[src/logic/dbgPkg.sv]
// Debug trace widths, APB register map, readout windows and analyzer state type

package dbgPkg;

  // *******************************************************************
  // Data path widths
  // *******************************************************************
  localparam int unsigned LANE_WIDTH       = 16;
  localparam int unsigned NUM_LANES        = 16;
  localparam int unsigned LANE_SEL_WIDTH   = 4;
  localparam int unsigned BUS_WIDTH        = 2 * LANE_WIDTH;
  localparam int unsigned TS_WIDTH         = 16;

  // Trace storage
  localparam int unsigned TRACE_DEPTH      = 16;
  localparam int unsigned TRACE_ADDR_WIDTH = 4;
  // Sample count needs one extra bit to reach TRACE_DEPTH
  localparam int unsigned COUNT_WIDTH      = TRACE_ADDR_WIDTH + 1;

  // APB port
  localparam int unsigned APB_ADDR_WIDTH   = 12;
  localparam int unsigned APB_DATA_WIDTH   = 32;

  // *******************************************************************
  // Register map
  // *******************************************************************
  localparam logic [APB_ADDR_WIDTH-1:0] REG_CTRL    = 'h000;
  localparam logic [APB_ADDR_WIDTH-1:0] REG_MUXSEL  = 'h004;
  localparam logic [APB_ADDR_WIDTH-1:0] REG_MASK    = 'h008;
  localparam logic [APB_ADDR_WIDTH-1:0] REG_MATCH   = 'h00C;
  localparam logic [APB_ADDR_WIDTH-1:0] REG_STATUS  = 'h010;

  // Readout windows, one word per trace entry
  localparam logic [APB_ADDR_WIDTH-1:0] TRDATA_BASE = 'h100;
  localparam logic [APB_ADDR_WIDTH-1:0] TRTS_BASE   = 'h200;
  localparam int unsigned TRWIN_LSB = TRACE_ADDR_WIDTH + 2;

  // Field positions
  localparam int unsigned CTRL_ARM_BIT    = 0;
  localparam int unsigned CTRL_CLEAR_BIT  = 1;
  localparam int unsigned STATUS_CNT_LSB  = 4;

  // Analyzer state
  typedef enum logic [1:0] {
    CLA_IDLE    = 2'd0,
    CLA_ARMED   = 2'd1,
    CLA_TRACING = 2'd2,
    CLA_DONE    = 2'd3
  } claState_e;

endpackage

[src/logic/dbgRegs.sv]
// APB register block with control, mux select, mask, match, status and trace readout window
`timescale 1ns/1ps

module dbgRegs import dbgPkg::*; (
  input  logic                        clk,
  input  logic                        i_rstN,
  input  logic [APB_ADDR_WIDTH-1:0]   i_paddr,
  input  logic                        i_psel,
  input  logic                        i_penable,
  input  logic                        i_pwrite,
  input  logic [APB_DATA_WIDTH-1:0]   i_pwdata,
  input  claState_e                   i_claState,
  input  logic [COUNT_WIDTH-1:0]      i_writeCount,
  input  logic [BUS_WIDTH-1:0]        i_rdData,
  input  logic [TS_WIDTH-1:0]         i_rdTs,
  output logic                        o_pready,
  output logic [APB_DATA_WIDTH-1:0]   o_prdata,
  output logic                        o_pslverr,
  output logic [LANE_SEL_WIDTH-1:0]   o_laneSel0,
  output logic [LANE_SEL_WIDTH-1:0]   o_laneSel1,
  output logic [BUS_WIDTH-1:0]        o_matchMask,
  output logic [BUS_WIDTH-1:0]        o_matchValue,
  output logic                        o_armPulse,
  output logic                        o_clearPulse,
  output logic [TRACE_ADDR_WIDTH-1:0] o_rdIndex
);

  logic                      access;
  logic                      wrAccess;
  logic                      rdAccess;
  logic                      hitCtrl;
  logic                      hitMuxSel;
  logic                      hitMask;
  logic                      hitMatch;
  logic                      hitStatus;
  logic                      hitData;
  logic                      hitTs;
  logic                      addrHit;
  logic [APB_DATA_WIDTH-1:0] statusWord;

  // *******************************************************************
  // Address decode
  // *******************************************************************
  assign access   = i_psel & i_penable;
  assign wrAccess = access & i_pwrite;
  assign rdAccess = access & ~i_pwrite;

  assign hitCtrl   = (i_paddr == REG_CTRL);
  assign hitMuxSel = (i_paddr == REG_MUXSEL);
  assign hitMask   = (i_paddr == REG_MASK);
  assign hitMatch  = (i_paddr == REG_MATCH);
  assign hitStatus = (i_paddr == REG_STATUS);

  // Windows cover TRACE_DEPTH aligned words each
  assign hitData = (i_paddr[APB_ADDR_WIDTH-1:TRWIN_LSB] ==
                    TRDATA_BASE[APB_ADDR_WIDTH-1:TRWIN_LSB]) && (i_paddr[1:0] == 2'b00);
  assign hitTs   = (i_paddr[APB_ADDR_WIDTH-1:TRWIN_LSB] ==
                    TRTS_BASE[APB_ADDR_WIDTH-1:TRWIN_LSB]) && (i_paddr[1:0] == 2'b00);

  assign addrHit = hitCtrl | hitMuxSel | hitMask | hitMatch | hitStatus | hitData | hitTs;

  // No wait states
  assign o_pready  = access;
  assign o_pslverr = access & ~addrHit;
  assign o_rdIndex = i_paddr[TRWIN_LSB-1:2];

  // *******************************************************************
  // Configuration registers and control pulses
  // *******************************************************************
  always_ff @(posedge clk) begin
    if (!i_rstN) begin
      o_laneSel0   <= '0;
      o_laneSel1   <= '0;
      o_matchMask  <= '0;
      o_matchValue <= '0;
      o_armPulse   <= 1'b0;
      o_clearPulse <= 1'b0;
    end else begin
      o_armPulse   <= wrAccess & hitCtrl & i_pwdata[CTRL_ARM_BIT];
      o_clearPulse <= wrAccess & hitCtrl & i_pwdata[CTRL_CLEAR_BIT];
      if (wrAccess && hitMuxSel) begin
        o_laneSel0 <= i_pwdata[LANE_SEL_WIDTH-1:0];
        o_laneSel1 <= i_pwdata[2*LANE_SEL_WIDTH-1:LANE_SEL_WIDTH];
      end
      if (wrAccess && hitMask) begin
        o_matchMask <= i_pwdata;
      end
      if (wrAccess && hitMatch) begin
        o_matchValue <= i_pwdata;
      end
    end
  end

  // *******************************************************************
  // Read data
  // *******************************************************************
  always_comb begin
    statusWord = '0;
    statusWord[1:0] = i_claState;
    statusWord[STATUS_CNT_LSB +: COUNT_WIDTH] = i_writeCount;
  end

  always_comb begin
    o_prdata = '0;
    if (rdAccess) begin
      if (hitMuxSel) begin
        o_prdata = {{(APB_DATA_WIDTH-2*LANE_SEL_WIDTH){1'b0}}, o_laneSel1, o_laneSel0};
      end else if (hitMask) begin
        o_prdata = o_matchMask;
      end else if (hitMatch) begin
        o_prdata = o_matchValue;
      end else if (hitStatus) begin
        o_prdata = statusWord;
      end else if (hitData) begin
        o_prdata = i_rdData;
      end else if (hitTs) begin
        o_prdata = {{(APB_DATA_WIDTH-TS_WIDTH){1'b0}}, i_rdTs};
      end
    end
  end

endmodule

[src/logic/debugMux.sv]
// Debug multiplexer selecting two hardware lanes into the registered debug bus
`timescale 1ns/1ps

module debugMux import dbgPkg::*; (
  input  logic                                  clk,
  input  logic                                  i_rstN,
  input  logic [NUM_LANES-1:0][LANE_WIDTH-1:0]  i_hwLanes,
  input  logic [LANE_SEL_WIDTH-1:0]             i_laneSel0,
  input  logic [LANE_SEL_WIDTH-1:0]             i_laneSel1,
  output logic [BUS_WIDTH-1:0]                  o_debugBus
);

  logic [LANE_WIDTH-1:0] lowLane;
  logic [LANE_WIDTH-1:0] highLane;

  // Lane 0 feeds the low half, lane 1 the high half
  assign lowLane  = i_hwLanes[i_laneSel0];
  assign highLane = i_hwLanes[i_laneSel1];

  // One cycle of latency
  always_ff @(posedge clk) begin
    if (!i_rstN) begin
      o_debugBus <= '0;
    end else begin
      o_debugBus <= {highLane, lowLane};
    end
  end

endmodule

[src/logic/logicAnalyzer.sv]
// Core logic analyzer with arm and masked match state machine and cross-trigger output
`timescale 1ns/1ps

module logicAnalyzer import dbgPkg::*; (
  input  logic                 clk,
  input  logic                 i_rstN,
  input  logic [BUS_WIDTH-1:0] i_debugBus,
  input  logic [BUS_WIDTH-1:0] i_matchMask,
  input  logic [BUS_WIDTH-1:0] i_matchValue,
  input  logic                 i_armPulse,
  input  logic                 i_clearPulse,
  input  logic                 i_xtriggerIn,
  input  logic                 i_traceDone,
  output logic [BUS_WIDTH-1:0] o_alignedBus,
  output logic                 o_sampleValid,
  output claState_e            o_state,
  output logic                 o_xtriggerOut
);

  claState_e state;
  logic      maskedMatch;
  logic      hit;

  // Only masked bits take part in the compare
  assign maskedMatch = ((i_debugBus & i_matchMask) == (i_matchValue & i_matchMask));
  assign hit         = maskedMatch | i_xtriggerIn;

  // Bus delayed to line up with the state, so the first traced sample is the hit
  always_ff @(posedge clk) begin
    o_alignedBus <= i_debugBus;
  end

  always_ff @(posedge clk) begin
    if (!i_rstN) begin
      state         <= CLA_IDLE;
      o_xtriggerOut <= 1'b0;
    end else begin
      o_xtriggerOut <= 1'b0;
      if (i_clearPulse) begin
        state <= CLA_IDLE;
      end else begin
        case (state)
          CLA_IDLE: begin
            if (i_armPulse) begin
              state <= CLA_ARMED;
            end
          end
          CLA_ARMED: begin
            if (hit) begin
              state         <= CLA_TRACING;
              o_xtriggerOut <= 1'b1;
            end
          end
          CLA_TRACING: begin
            if (i_traceDone) begin
              state <= CLA_DONE;
            end
          end
          // Held until software clears
          default: begin
            state <= state;
          end
        endcase
      end
    end
  end

  assign o_sampleValid = (state == CLA_TRACING);
  assign o_state       = state;

endmodule

[src/logic/traceCapture.sv]
// Trace capture with timestamp counter, sample counting and buffer write generation
`timescale 1ns/1ps

module traceCapture import dbgPkg::*; (
  input  logic                        clk,
  input  logic                        i_rstN,
  input  logic                        i_timeTick,
  input  logic                        i_clearPulse,
  input  logic [BUS_WIDTH-1:0]        i_alignedBus,
  input  logic                        i_sampleValid,
  output logic                        o_wrEn,
  output logic [TRACE_ADDR_WIDTH-1:0] o_wrIndex,
  output logic [BUS_WIDTH-1:0]        o_wrData,
  output logic [TS_WIDTH-1:0]         o_wrTs,
  output logic [COUNT_WIDTH-1:0]      o_writeCount,
  output logic                        o_traceDone
);

  logic [COUNT_WIDTH-1:0] writeCount;
  logic [TS_WIDTH-1:0]    timeStamp;

  // Sample written at the next edge with the current timestamp
  assign o_wrEn       = i_sampleValid;
  assign o_wrIndex    = writeCount[TRACE_ADDR_WIDTH-1:0];
  assign o_wrData     = i_alignedBus;
  assign o_wrTs       = timeStamp;
  assign o_writeCount = writeCount;

  // Last entry of the trace
  assign o_traceDone = o_wrEn & (writeCount == COUNT_WIDTH'(TRACE_DEPTH - 1));

  always_ff @(posedge clk) begin
    if (!i_rstN || i_clearPulse) begin
      writeCount <= '0;
      timeStamp  <= '0;
    end else begin
      if (o_wrEn) begin
        writeCount <= writeCount + COUNT_WIDTH'(1);
      end
      if (i_timeTick) begin
        timeStamp <= timeStamp + TS_WIDTH'(1);
      end
    end
  end

endmodule

[src/logic/traceBuffer.sv]
// Trace buffer storage for sample data and timestamps with combinational read port
`timescale 1ns/1ps

module traceBuffer import dbgPkg::*; (
  input  logic                        clk,
  input  logic                        i_wrEn,
  input  logic [TRACE_ADDR_WIDTH-1:0] i_wrIndex,
  input  logic [BUS_WIDTH-1:0]        i_wrData,
  input  logic [TS_WIDTH-1:0]         i_wrTs,
  input  logic [TRACE_ADDR_WIDTH-1:0] i_rdIndex,
  output logic [BUS_WIDTH-1:0]        o_rdData,
  output logic [TS_WIDTH-1:0]         o_rdTs
);

  // Data and timestamp share one index
  logic [BUS_WIDTH-1:0] dataMem [TRACE_DEPTH];
  logic [TS_WIDTH-1:0]  tsMem   [TRACE_DEPTH];

  always_ff @(posedge clk) begin
    if (i_wrEn) begin
      dataMem[i_wrIndex] <= i_wrData;
      tsMem[i_wrIndex]   <= i_wrTs;
    end
  end

  // Readout for the APB windows
  assign o_rdData = dataMem[i_rdIndex];
  assign o_rdTs   = tsMem[i_rdIndex];

endmodule

[src/logic/dbgTop.sv]
// Debug trace top level with register block, debug mux, analyzer, capture and buffer
`timescale 1ns/1ps

module dbgTop import dbgPkg::*; (
  input  logic                                  clk,
  input  logic                                  i_rstN,
  input  logic [NUM_LANES-1:0][LANE_WIDTH-1:0]  i_hwLanes,
  input  logic                                  i_timeTick,
  input  logic                                  i_xtriggerIn,
  output logic                                  o_xtriggerOut,
  input  logic [APB_ADDR_WIDTH-1:0]             i_paddr,
  input  logic                                  i_psel,
  input  logic                                  i_penable,
  input  logic                                  i_pwrite,
  input  logic [APB_DATA_WIDTH-1:0]             i_pwdata,
  output logic                                  o_pready,
  output logic [APB_DATA_WIDTH-1:0]             o_prdata,
  output logic                                  o_pslverr
);

  // Configuration
  logic [LANE_SEL_WIDTH-1:0]   laneSel0;
  logic [LANE_SEL_WIDTH-1:0]   laneSel1;
  logic [BUS_WIDTH-1:0]        matchMask;
  logic [BUS_WIDTH-1:0]        matchValue;
  logic                        armPulse;
  logic                        clearPulse;

  // Trace path
  logic [BUS_WIDTH-1:0]        debugBus;
  logic [BUS_WIDTH-1:0]        alignedBus;
  logic                        sampleValid;
  claState_e                   claState;
  logic                        traceDone;
  logic                        wrEn;
  logic [TRACE_ADDR_WIDTH-1:0] wrIndex;
  logic [BUS_WIDTH-1:0]        wrData;
  logic [TS_WIDTH-1:0]         wrTs;
  logic [COUNT_WIDTH-1:0]      writeCount;

  // Readout
  logic [TRACE_ADDR_WIDTH-1:0] rdIndex;
  logic [BUS_WIDTH-1:0]        rdData;
  logic [TS_WIDTH-1:0]         rdTs;

  // *******************************************************************
  // Register block
  // *******************************************************************
  dbgRegs uRegs (
    .clk          (clk),
    .i_rstN       (i_rstN),
    .i_paddr      (i_paddr),
    .i_psel       (i_psel),
    .i_penable    (i_penable),
    .i_pwrite     (i_pwrite),
    .i_pwdata     (i_pwdata),
    .i_claState   (claState),
    .i_writeCount (writeCount),
    .i_rdData     (rdData),
    .i_rdTs       (rdTs),
    .o_pready     (o_pready),
    .o_prdata     (o_prdata),
    .o_pslverr    (o_pslverr),
    .o_laneSel0   (laneSel0),
    .o_laneSel1   (laneSel1),
    .o_matchMask  (matchMask),
    .o_matchValue (matchValue),
    .o_armPulse   (armPulse),
    .o_clearPulse (clearPulse),
    .o_rdIndex    (rdIndex)
  );

  // *******************************************************************
  // Trace pipeline
  // *******************************************************************
  debugMux uMux (
    .clk        (clk),
    .i_rstN     (i_rstN),
    .i_hwLanes  (i_hwLanes),
    .i_laneSel0 (laneSel0),
    .i_laneSel1 (laneSel1),
    .o_debugBus (debugBus)
  );

  logicAnalyzer uCla (
    .clk           (clk),
    .i_rstN        (i_rstN),
    .i_debugBus    (debugBus),
    .i_matchMask   (matchMask),
    .i_matchValue  (matchValue),
    .i_armPulse    (armPulse),
    .i_clearPulse  (clearPulse),
    .i_xtriggerIn  (i_xtriggerIn),
    .i_traceDone   (traceDone),
    .o_alignedBus  (alignedBus),
    .o_sampleValid (sampleValid),
    .o_state       (claState),
    .o_xtriggerOut (o_xtriggerOut)
  );

  traceCapture uCapture (
    .clk           (clk),
    .i_rstN        (i_rstN),
    .i_timeTick    (i_timeTick),
    .i_clearPulse  (clearPulse),
    .i_alignedBus  (alignedBus),
    .i_sampleValid (sampleValid),
    .o_wrEn        (wrEn),
    .o_wrIndex     (wrIndex),
    .o_wrData      (wrData),
    .o_wrTs        (wrTs),
    .o_writeCount  (writeCount),
    .o_traceDone   (traceDone)
  );

  traceBuffer uBuffer (
    .clk       (clk),
    .i_wrEn    (wrEn),
    .i_wrIndex (wrIndex),
    .i_wrData  (wrData),
    .i_wrTs    (wrTs),
    .i_rdIndex (rdIndex),
    .o_rdData  (rdData),
    .o_rdTs    (rdTs)
  );

endmodule

[config.mk]
export PLATFORM = sky130hd
export DESIGN_NAME = dbgTop
export DESIGN_NICKNAME = d
export VERILOG_FILES = /design/src/logic/dbgPkg.sv /design/src/logic/dbgRegs.sv /design/src/logic/debugMux.sv /design/src/logic/logicAnalyzer.sv /design/src/logic/traceCapture.sv /design/src/logic/traceBuffer.sv /design/src/logic/dbgTop.sv
export SDC_FILE = /design/constraint.sdc
export NUM_CORES = 1
export LEC_CHECK = 0
export ABC_AREA = 0
export BUFFER_PORTS_ARGS = -buffer_cell sky130_fd_sc_hd__buf_2
export CORE_MARGIN = 4
export CORE_UTILIZATION = 54
export CTS_CLUSTER_SIZE = 28
export DETAILED_ROUTE_END_ITERATION = 10
export GPL_TIMING_DRIVEN = 0
export PLACE_DENSITY_LB_ADDON = 0.05
export RECOVER_POWER = 50
export SKIP_LAST_GASP = 1
export SLEW_MARGIN = 20
export SYNTH_ARGS = -nofsm -noshare
export SYNTH_HDL_FRONTEND = slang
export SYNTH_SLANG_ARGS = --single-unit
[constraint.sdc]
create_clock -name clk -period 2.9 [get_ports clk]
set_input_delay 0.145 -clock clk [delete_from_list [all_inputs] [get_ports clk]]
set_output_delay 0.145 -clock clk [all_outputs]
set_load 0.1 [all_outputs]
==> impl_metrics.ini, run 1 <==
[critical_path]
cp.required_ns = 2.76
critical_path_class = in2out
start_kind = input pin
r2r_slack_ns = 0.14
worstPathArrival_ns = 2.92
cp_max_fo = 10
r2r_end = uBuffer.dataMem[2][11]
r2r.worst_path.cells = 6
end_kind = output pin
r2r-start = uCla.o_state[0]

[pwr]
p_int_uw = 22300
seqPwrFrac = 0.517
p_leak_uw = 0.0161
power.share.clock = 0.412
power_density_nw_per_um2 = 607
p_comb_frac = 0.070
p_switching_uw = 6520
peakVddDrop_uv = 449
power_uw = 28900
power_switching_share = 0.226

[sta]
finalCriticalPeriod_ns = 3.07
slew_viol_final = 0
setup_slack_ns = -0.168
min_period_over_period = 1.06
setup_viol = 14
worstMarginPinSlew_ns = 1.25
max_slew_margin = 0.170
hold_viol_final = 0
rsz0062_at_grt = yes
finalClockSkew_ns = 0.0309
setup-tns-final_ns = -1.01
fmax_mhz = 326

[cells_and_area]
syn_to_final_growth_pct = 18.9
drive_gt1_frac = 0.373
final_util = 0.649
design_area_um2 = 47500
final_cell_mix = edfxtp_1 (768), mux4_2 (365), buf_2 (332)
fin_nets = 3053
instances_no_fill = 3784
layout_commonest_cell = edfxtp_1

[die]
fp.coreArea_um2 = 73200
dieWidth_um = 280
io_pins = 342
rows = 99
die_area_um2 = 78400
die_y_um = 280
initial_core_util = 0.546

[route]
ant_nets = 0
wl_per_cell_um = 35.3
drt_iter0_markers = 3420
dr.pass1.iters = 5
drc = 0
wirelength_um = 134000
via_per_inst = 6.69
vias = 25333

[global_routing]
antenna_found_initial = 22
grt_pass1_vias = 25372
grt_max_degree = 34
grt_pass1_wl_um = 187000
overflow = 0
grt_use_total = 0.340

[synth]
ys_seq_area_frac = 0.658
ys_types = 61
syn_inst = 2242
netlist_area_um2 = 40000
synth.area.top_cells = edfxtp_1 (58%), mux4_2 (21%), dfxtp_1 (8.1%)
synth_area_per_cell_um2 = 17.8
synthArstFlopShare = 0
synth_fp_nets = 2560
yosysTopAreaCellShare = 0.577
synth-edff-count = 768
yosys.area.top_type = edfxtp_1
yosysWarnings = 0
synthFlopType = edfxtp_1
ys_ff_latch = 930

[hold_path]
hold_path.class = in2reg
hold-path-endpoint = uCla.o_xtriggerOut
min_from = i_rstN
hold_path_depth = 3

[clocking]
cts_buffers = 93
cts_tree = yes
clkTransAtPathRegs_ns = 0.07
cts-root-buf = clkbuf_16
insertion_delay_ns = 0.66
cts_sinks = 930
ctsHtreeMaxLevel = 3
clockBufferDepth = 3

[flow_run]
drv_cap = 0

[outcome]
status = finished, violations left
failed_checks = setup timing

[place]
port_buffers = 337
gp_congestion = 0.965
dp_hpwl_um = 92000
dp.cells = 3556
post_dp_cell_area_um2 = 43500
## kinds of logic (layout without fill, tap and decap cells)
kind of cell | after synthesis | count (layout) | synth area share
buffers and inverters | 159 | 723 | 0.0200
and+or+nand+nor | 436 | 439 | 0.0499
adders and majority gates | 11 | 11 | 0.00344
other | 0 | 16 | 0
xor gates and xnor gates | 50 | 50 | 0.0110
DFF | 930 | 930 | 0.658
muxes | 400 | 400 | 0.214
AOI/OAI and AO/OA | 256 | 256 | 0.0433
## repair_timing
item                       CTS  global route
setup buffers                7             3
hold endpoints to repair    80             0
pin swaps                   10             9
resized for setup          132            47
setup endpoints to repair   51           165
cloned                       1             2
hold buffers                34             0
## how the worst max path moves through the flow
stage / from / endpoint / slack, ns / depth (start not counted)
5_1_grt: uBuffer.dataMem[2][7] / o_prdata[7] / -0.19 / 6
6_report: i_paddr[11] / o_prdata[10] / -0.17 / 10
3_3_place_gp: uCla.o_state[0] / uBuffer.dataMem[1][25] / -1.80 / 5
4_1_cts: uBuffer.dataMem[7][7] / o_prdata[7] / -0.16 / 6
2_1_floorplan: i_paddr[2] / o_prdata[17] / -0.39 / 9
3_5_place_dp: i_paddr[11] / o_prdata[28] / -1.08 / 10
## through the flow
step	hold slack [ns]	setup slack, ns
floorplan	0.267	-0.386
global placement	0.356	-1.80
detailed placement	0.358	-1.08
CTS	0.0364	-0.164
global route	0.0631	-0.192
finish	0.0599	-0.168
## power groups by stage
stage | registers [uW] | clock network (uW) | logic [uW]
4_1_cts | 14900 | 11900 | 2000
6_report | 14900 | 11900 | 2030
2_1_floorplan | 15100 | 0 | 1050
3_3_place_gp | 15200 | 0 | 1840
3_5_place_dp | 15200 | 0 | 1920
5_1_grt | 15000 | 12500 | 2120
## registers in the layout, indices dropped and copies added (netlist names)
name,cells
uBuffer.dataMem,512
uBuffer.tsMem,256
uCapture.o_wrTs,16
uCapture.o_writeCount,5
uCla.o_alignedBus,32
uCla.o_state,2
uCla.o_xtriggerOut,1
uMux.o_debugBus,32
uRegs.o_armPulse,1
uRegs.o_clearPulse,1
uRegs.o_laneSel0,4
uRegs.o_laneSel1,4
uRegs.o_matchMask,32
uRegs.o_matchValue,32
## Yosys cell counts, types with 17 or more instances
master	count
a22oi_1	22
and2_1	55
mux4_2	365
xor2_1	43
nor2_1	66
a21oi_1	59
a211oi_1	25
dfxtp_1	162
nand4_1	17
o21ai_0	21
clkbuf_1	53
nand2_1	229
edfxtp_1	768
a21boi_1	63
buf_2	53
mux2i_1	35
## final cells by class
cell class	count	area (um^2)
flip-flops and latches	930	26300
fillers	5170	25700
repair buffers	399	2710
plain buffers	142	875
clock buffers	126	2530
multi-input cells	1156	13300
clock inverters	43	467
inverters	13	50.0
diodes	16	40.0
well taps	959	1200
## critical path: stages
cell      delay (ns)
clkbuf_1        0.10
nor4_4          0.40
and3_1          0.22
clkbuf_1        0.33
and2_1          0.28
nand2_1         0.26
clkbuf_2        0.32
o21ai_0         0.43
nor3_2          0.16
buf_4           0.27
## routing by layer
| metal | vias up | GRT usage | part of all wire |
|---|---|---|---|
| met5 | - | 0 | 0.00046 |
| met4 | 10 | 0.0988 | 0.034 |
| met1 | 13341 | 0.481 | 0.38 |
| met3 | 268 | 0.0879 | 0.12 |
| li1 | 10076 | - | - |
| met2 | 1638 | 0.533 | 0.47 |
Power figures use the tool's default switching activity.
==> run 2: changes to the inputs <==
Settings changed: PLACE_DENSITY set to 0.76, PLACE_DENSITY_LB_ADDON 0.05 to not set.
==> impl_metrics.ini, run 2 (synthesis gave the netlist of run 1 again) <==
[route]
wirelength_um = 133000
vias = 26154
ant_nets = 0
drc = 0
wl_per_cell_um = 35.4
drt_iter0_markers = 4364
dr.pass1.iters = 8
via_per_inst = 6.95

[die]
fp.coreArea_um2 = 73200
dieWidth_um = 280
rows = 99
io_pins = 342
die_y_um = 280
initial_core_util = 0.546
die_area_um2 = 78400

[cells_and_area]
fin_nets = 3038
final_cell_mix = edfxtp_1 (768), mux4_2 (365), buf_2 (337)
instances_no_fill = 3762
drive_gt1_frac = 0.372
layout_commonest_cell = edfxtp_1
syn_to_final_growth_pct = 18.1
largest_reg_flops = 512
top_register = uBuffer.dataMem
final_util = 0.645
reg_top3 = uBuffer.dataMem (512), uBuffer.tsMem (256)

[critical_path]
start_kind = input pin
crit_family = buffers and inverters
r2r.worst_path.cells = 6
critPathSlowestCell = nor4_2
r2r-start = uCla.o_state[0]
crit_chain = clkbuf_1, nor4_4, clkbuf_1, buf_2, nand3_1, a21oi_1, a211oi_4, o221a_1, nor4_2, buf_6
critPathBufInv = 4
critical_path.max_stage_delay_ns = 0.49
path_common_cell = clkbuf_1
end_kind = output pin
r2r_end = uBuffer.dataMem[0][26]
critical_path_class = in2out
r2r_slack_ns = 0.12
worstPathArrival_ns = 3.04
cp.required_ns = 2.76
cp_max_fo = 10

[place]
dp_hpwl_um = 90600
pre_cts_slack_ns = -1.29
dp.cells = 3554
port_buffers = 337
gp_congestion = 0.986

[sta]
rsz0062_at_grt = yes
min_period_over_period = 1.10
finalCriticalPeriod_ns = 3.18
setup_slack_ns = -0.283
hold_viol_final = 0
fmax_mhz = 314
max_slew_margin = 0.168
setup_viol = 31
slew_viol_final = 0
setup-tns-final_ns = -3.49
worstMarginPinSlew_ns = 1.25
whs_ns = 0.0787
finalClockSkew_ns = 0.0297

[clocking]
cts_buffers = 85
cts-root-buf = clkbuf_16
clockBufferDepth = 3
cts_tree = yes
ctsHtreeMaxLevel = 3
clkTransAtPathRegs_ns = 0.06
insertion_delay_ns = 0.65
cts_sinks = 930

[outcome]
failed_checks = setup timing
status = finished, violations left

[global_routing]
antenna_found_initial = 19
grt_pass1_vias = 26488
overflow = 0
grt_use_total = 0.338
grt_max_degree = 37
grt_pass1_wl_um = 188000

[hold_path]
hold-path-endpoint = uCla.o_xtriggerOut
hold_path.class = in2reg
min_from = i_rstN
hold_path_depth = 3

[pwr]
power_density_nw_per_um2 = 600
peakVddDrop_uv = 417
p_leak_uw = 0.0160

[flow_run]
drv_cap = 0
-- run 2: repair_timing --
item | 4_1_cts | 5_1_grt
hold endpoints to repair | 80 | 0
gates cloned | 0 | 1
hold buffers | 34 | 0
setup buffers | 7 | 1
gates resized for setup | 123 | 57
pin swaps | 10 | 10
endpoints found under the setup margin | 50 | 55
-- run 2: layout make-up --
class / count / area (um^2)
Antenna cell: 11 / 27.5
Buffer: 141 / 856
Clock buffer: 123 / 2420
Clock inverter: 36 / 382
Fill cell: 4900 / 26000
Inverter: 13 / 50.0
Multi-Input combinational cell: 1154 / 13300
Sequential cell: 930 / 26300
Tap cell: 959 / 1200
Timing Repair Buffer: 395 / 2630
-- run 2: how the worst max path moves through the flow --
stage	slack, ns	cells after the start	endpoint	startpoint
5_1_grt	-0.27	6	o_prdata[7]	uBuffer.dataMem[7][7]
4_1_cts	-0.20	6	o_prdata[7]	uBuffer.dataMem[0][7]
3_5_place_dp	-1.29	8	o_prdata[4]	i_paddr[11]
3_3_place_gp	-1.47	5	uBuffer.dataMem[11][25]	uCla.o_state[0]
6_report	-0.28	10	o_prdata[7]	i_paddr[6]
2_1_floorplan	-0.39	9	o_prdata[17]	i_paddr[2]
-- run 2: worst register-to-register path, cell delays in order, from the launching register on --
cell and delay [ns]:
dfxtp_1 0.38, inv_1 0.18, ha_1 0.20, clkbuf_1 0.38, nor3b_4 0.53, and2_4 0.43, buf_16 0.33
-- run 2: metrics by stage --
step                total power (uW)  cell area (um^2)
finish                         28300             47200
global route                   29000             47200
CTS                            28200             47000
detailed placement             17100             43400
global placement               16900             43000
floorplan                      16200             40100
-- run 2: power breakdown --
part | switching (uW) | internal (uW) | total, uW
registers | 248 | 14700 | 14900
logic | 1140 | 888 | 2030
clock network | 4930 | 6460 | 11400
total | 6320 | 22000 | 28300
-- run 2: metal layers --
layer  routed length [um]  track usage
met1                43400        0.425
met2                63600        0.547
met3                18000       0.0996
met4                 8030        0.160
met5                  149            0
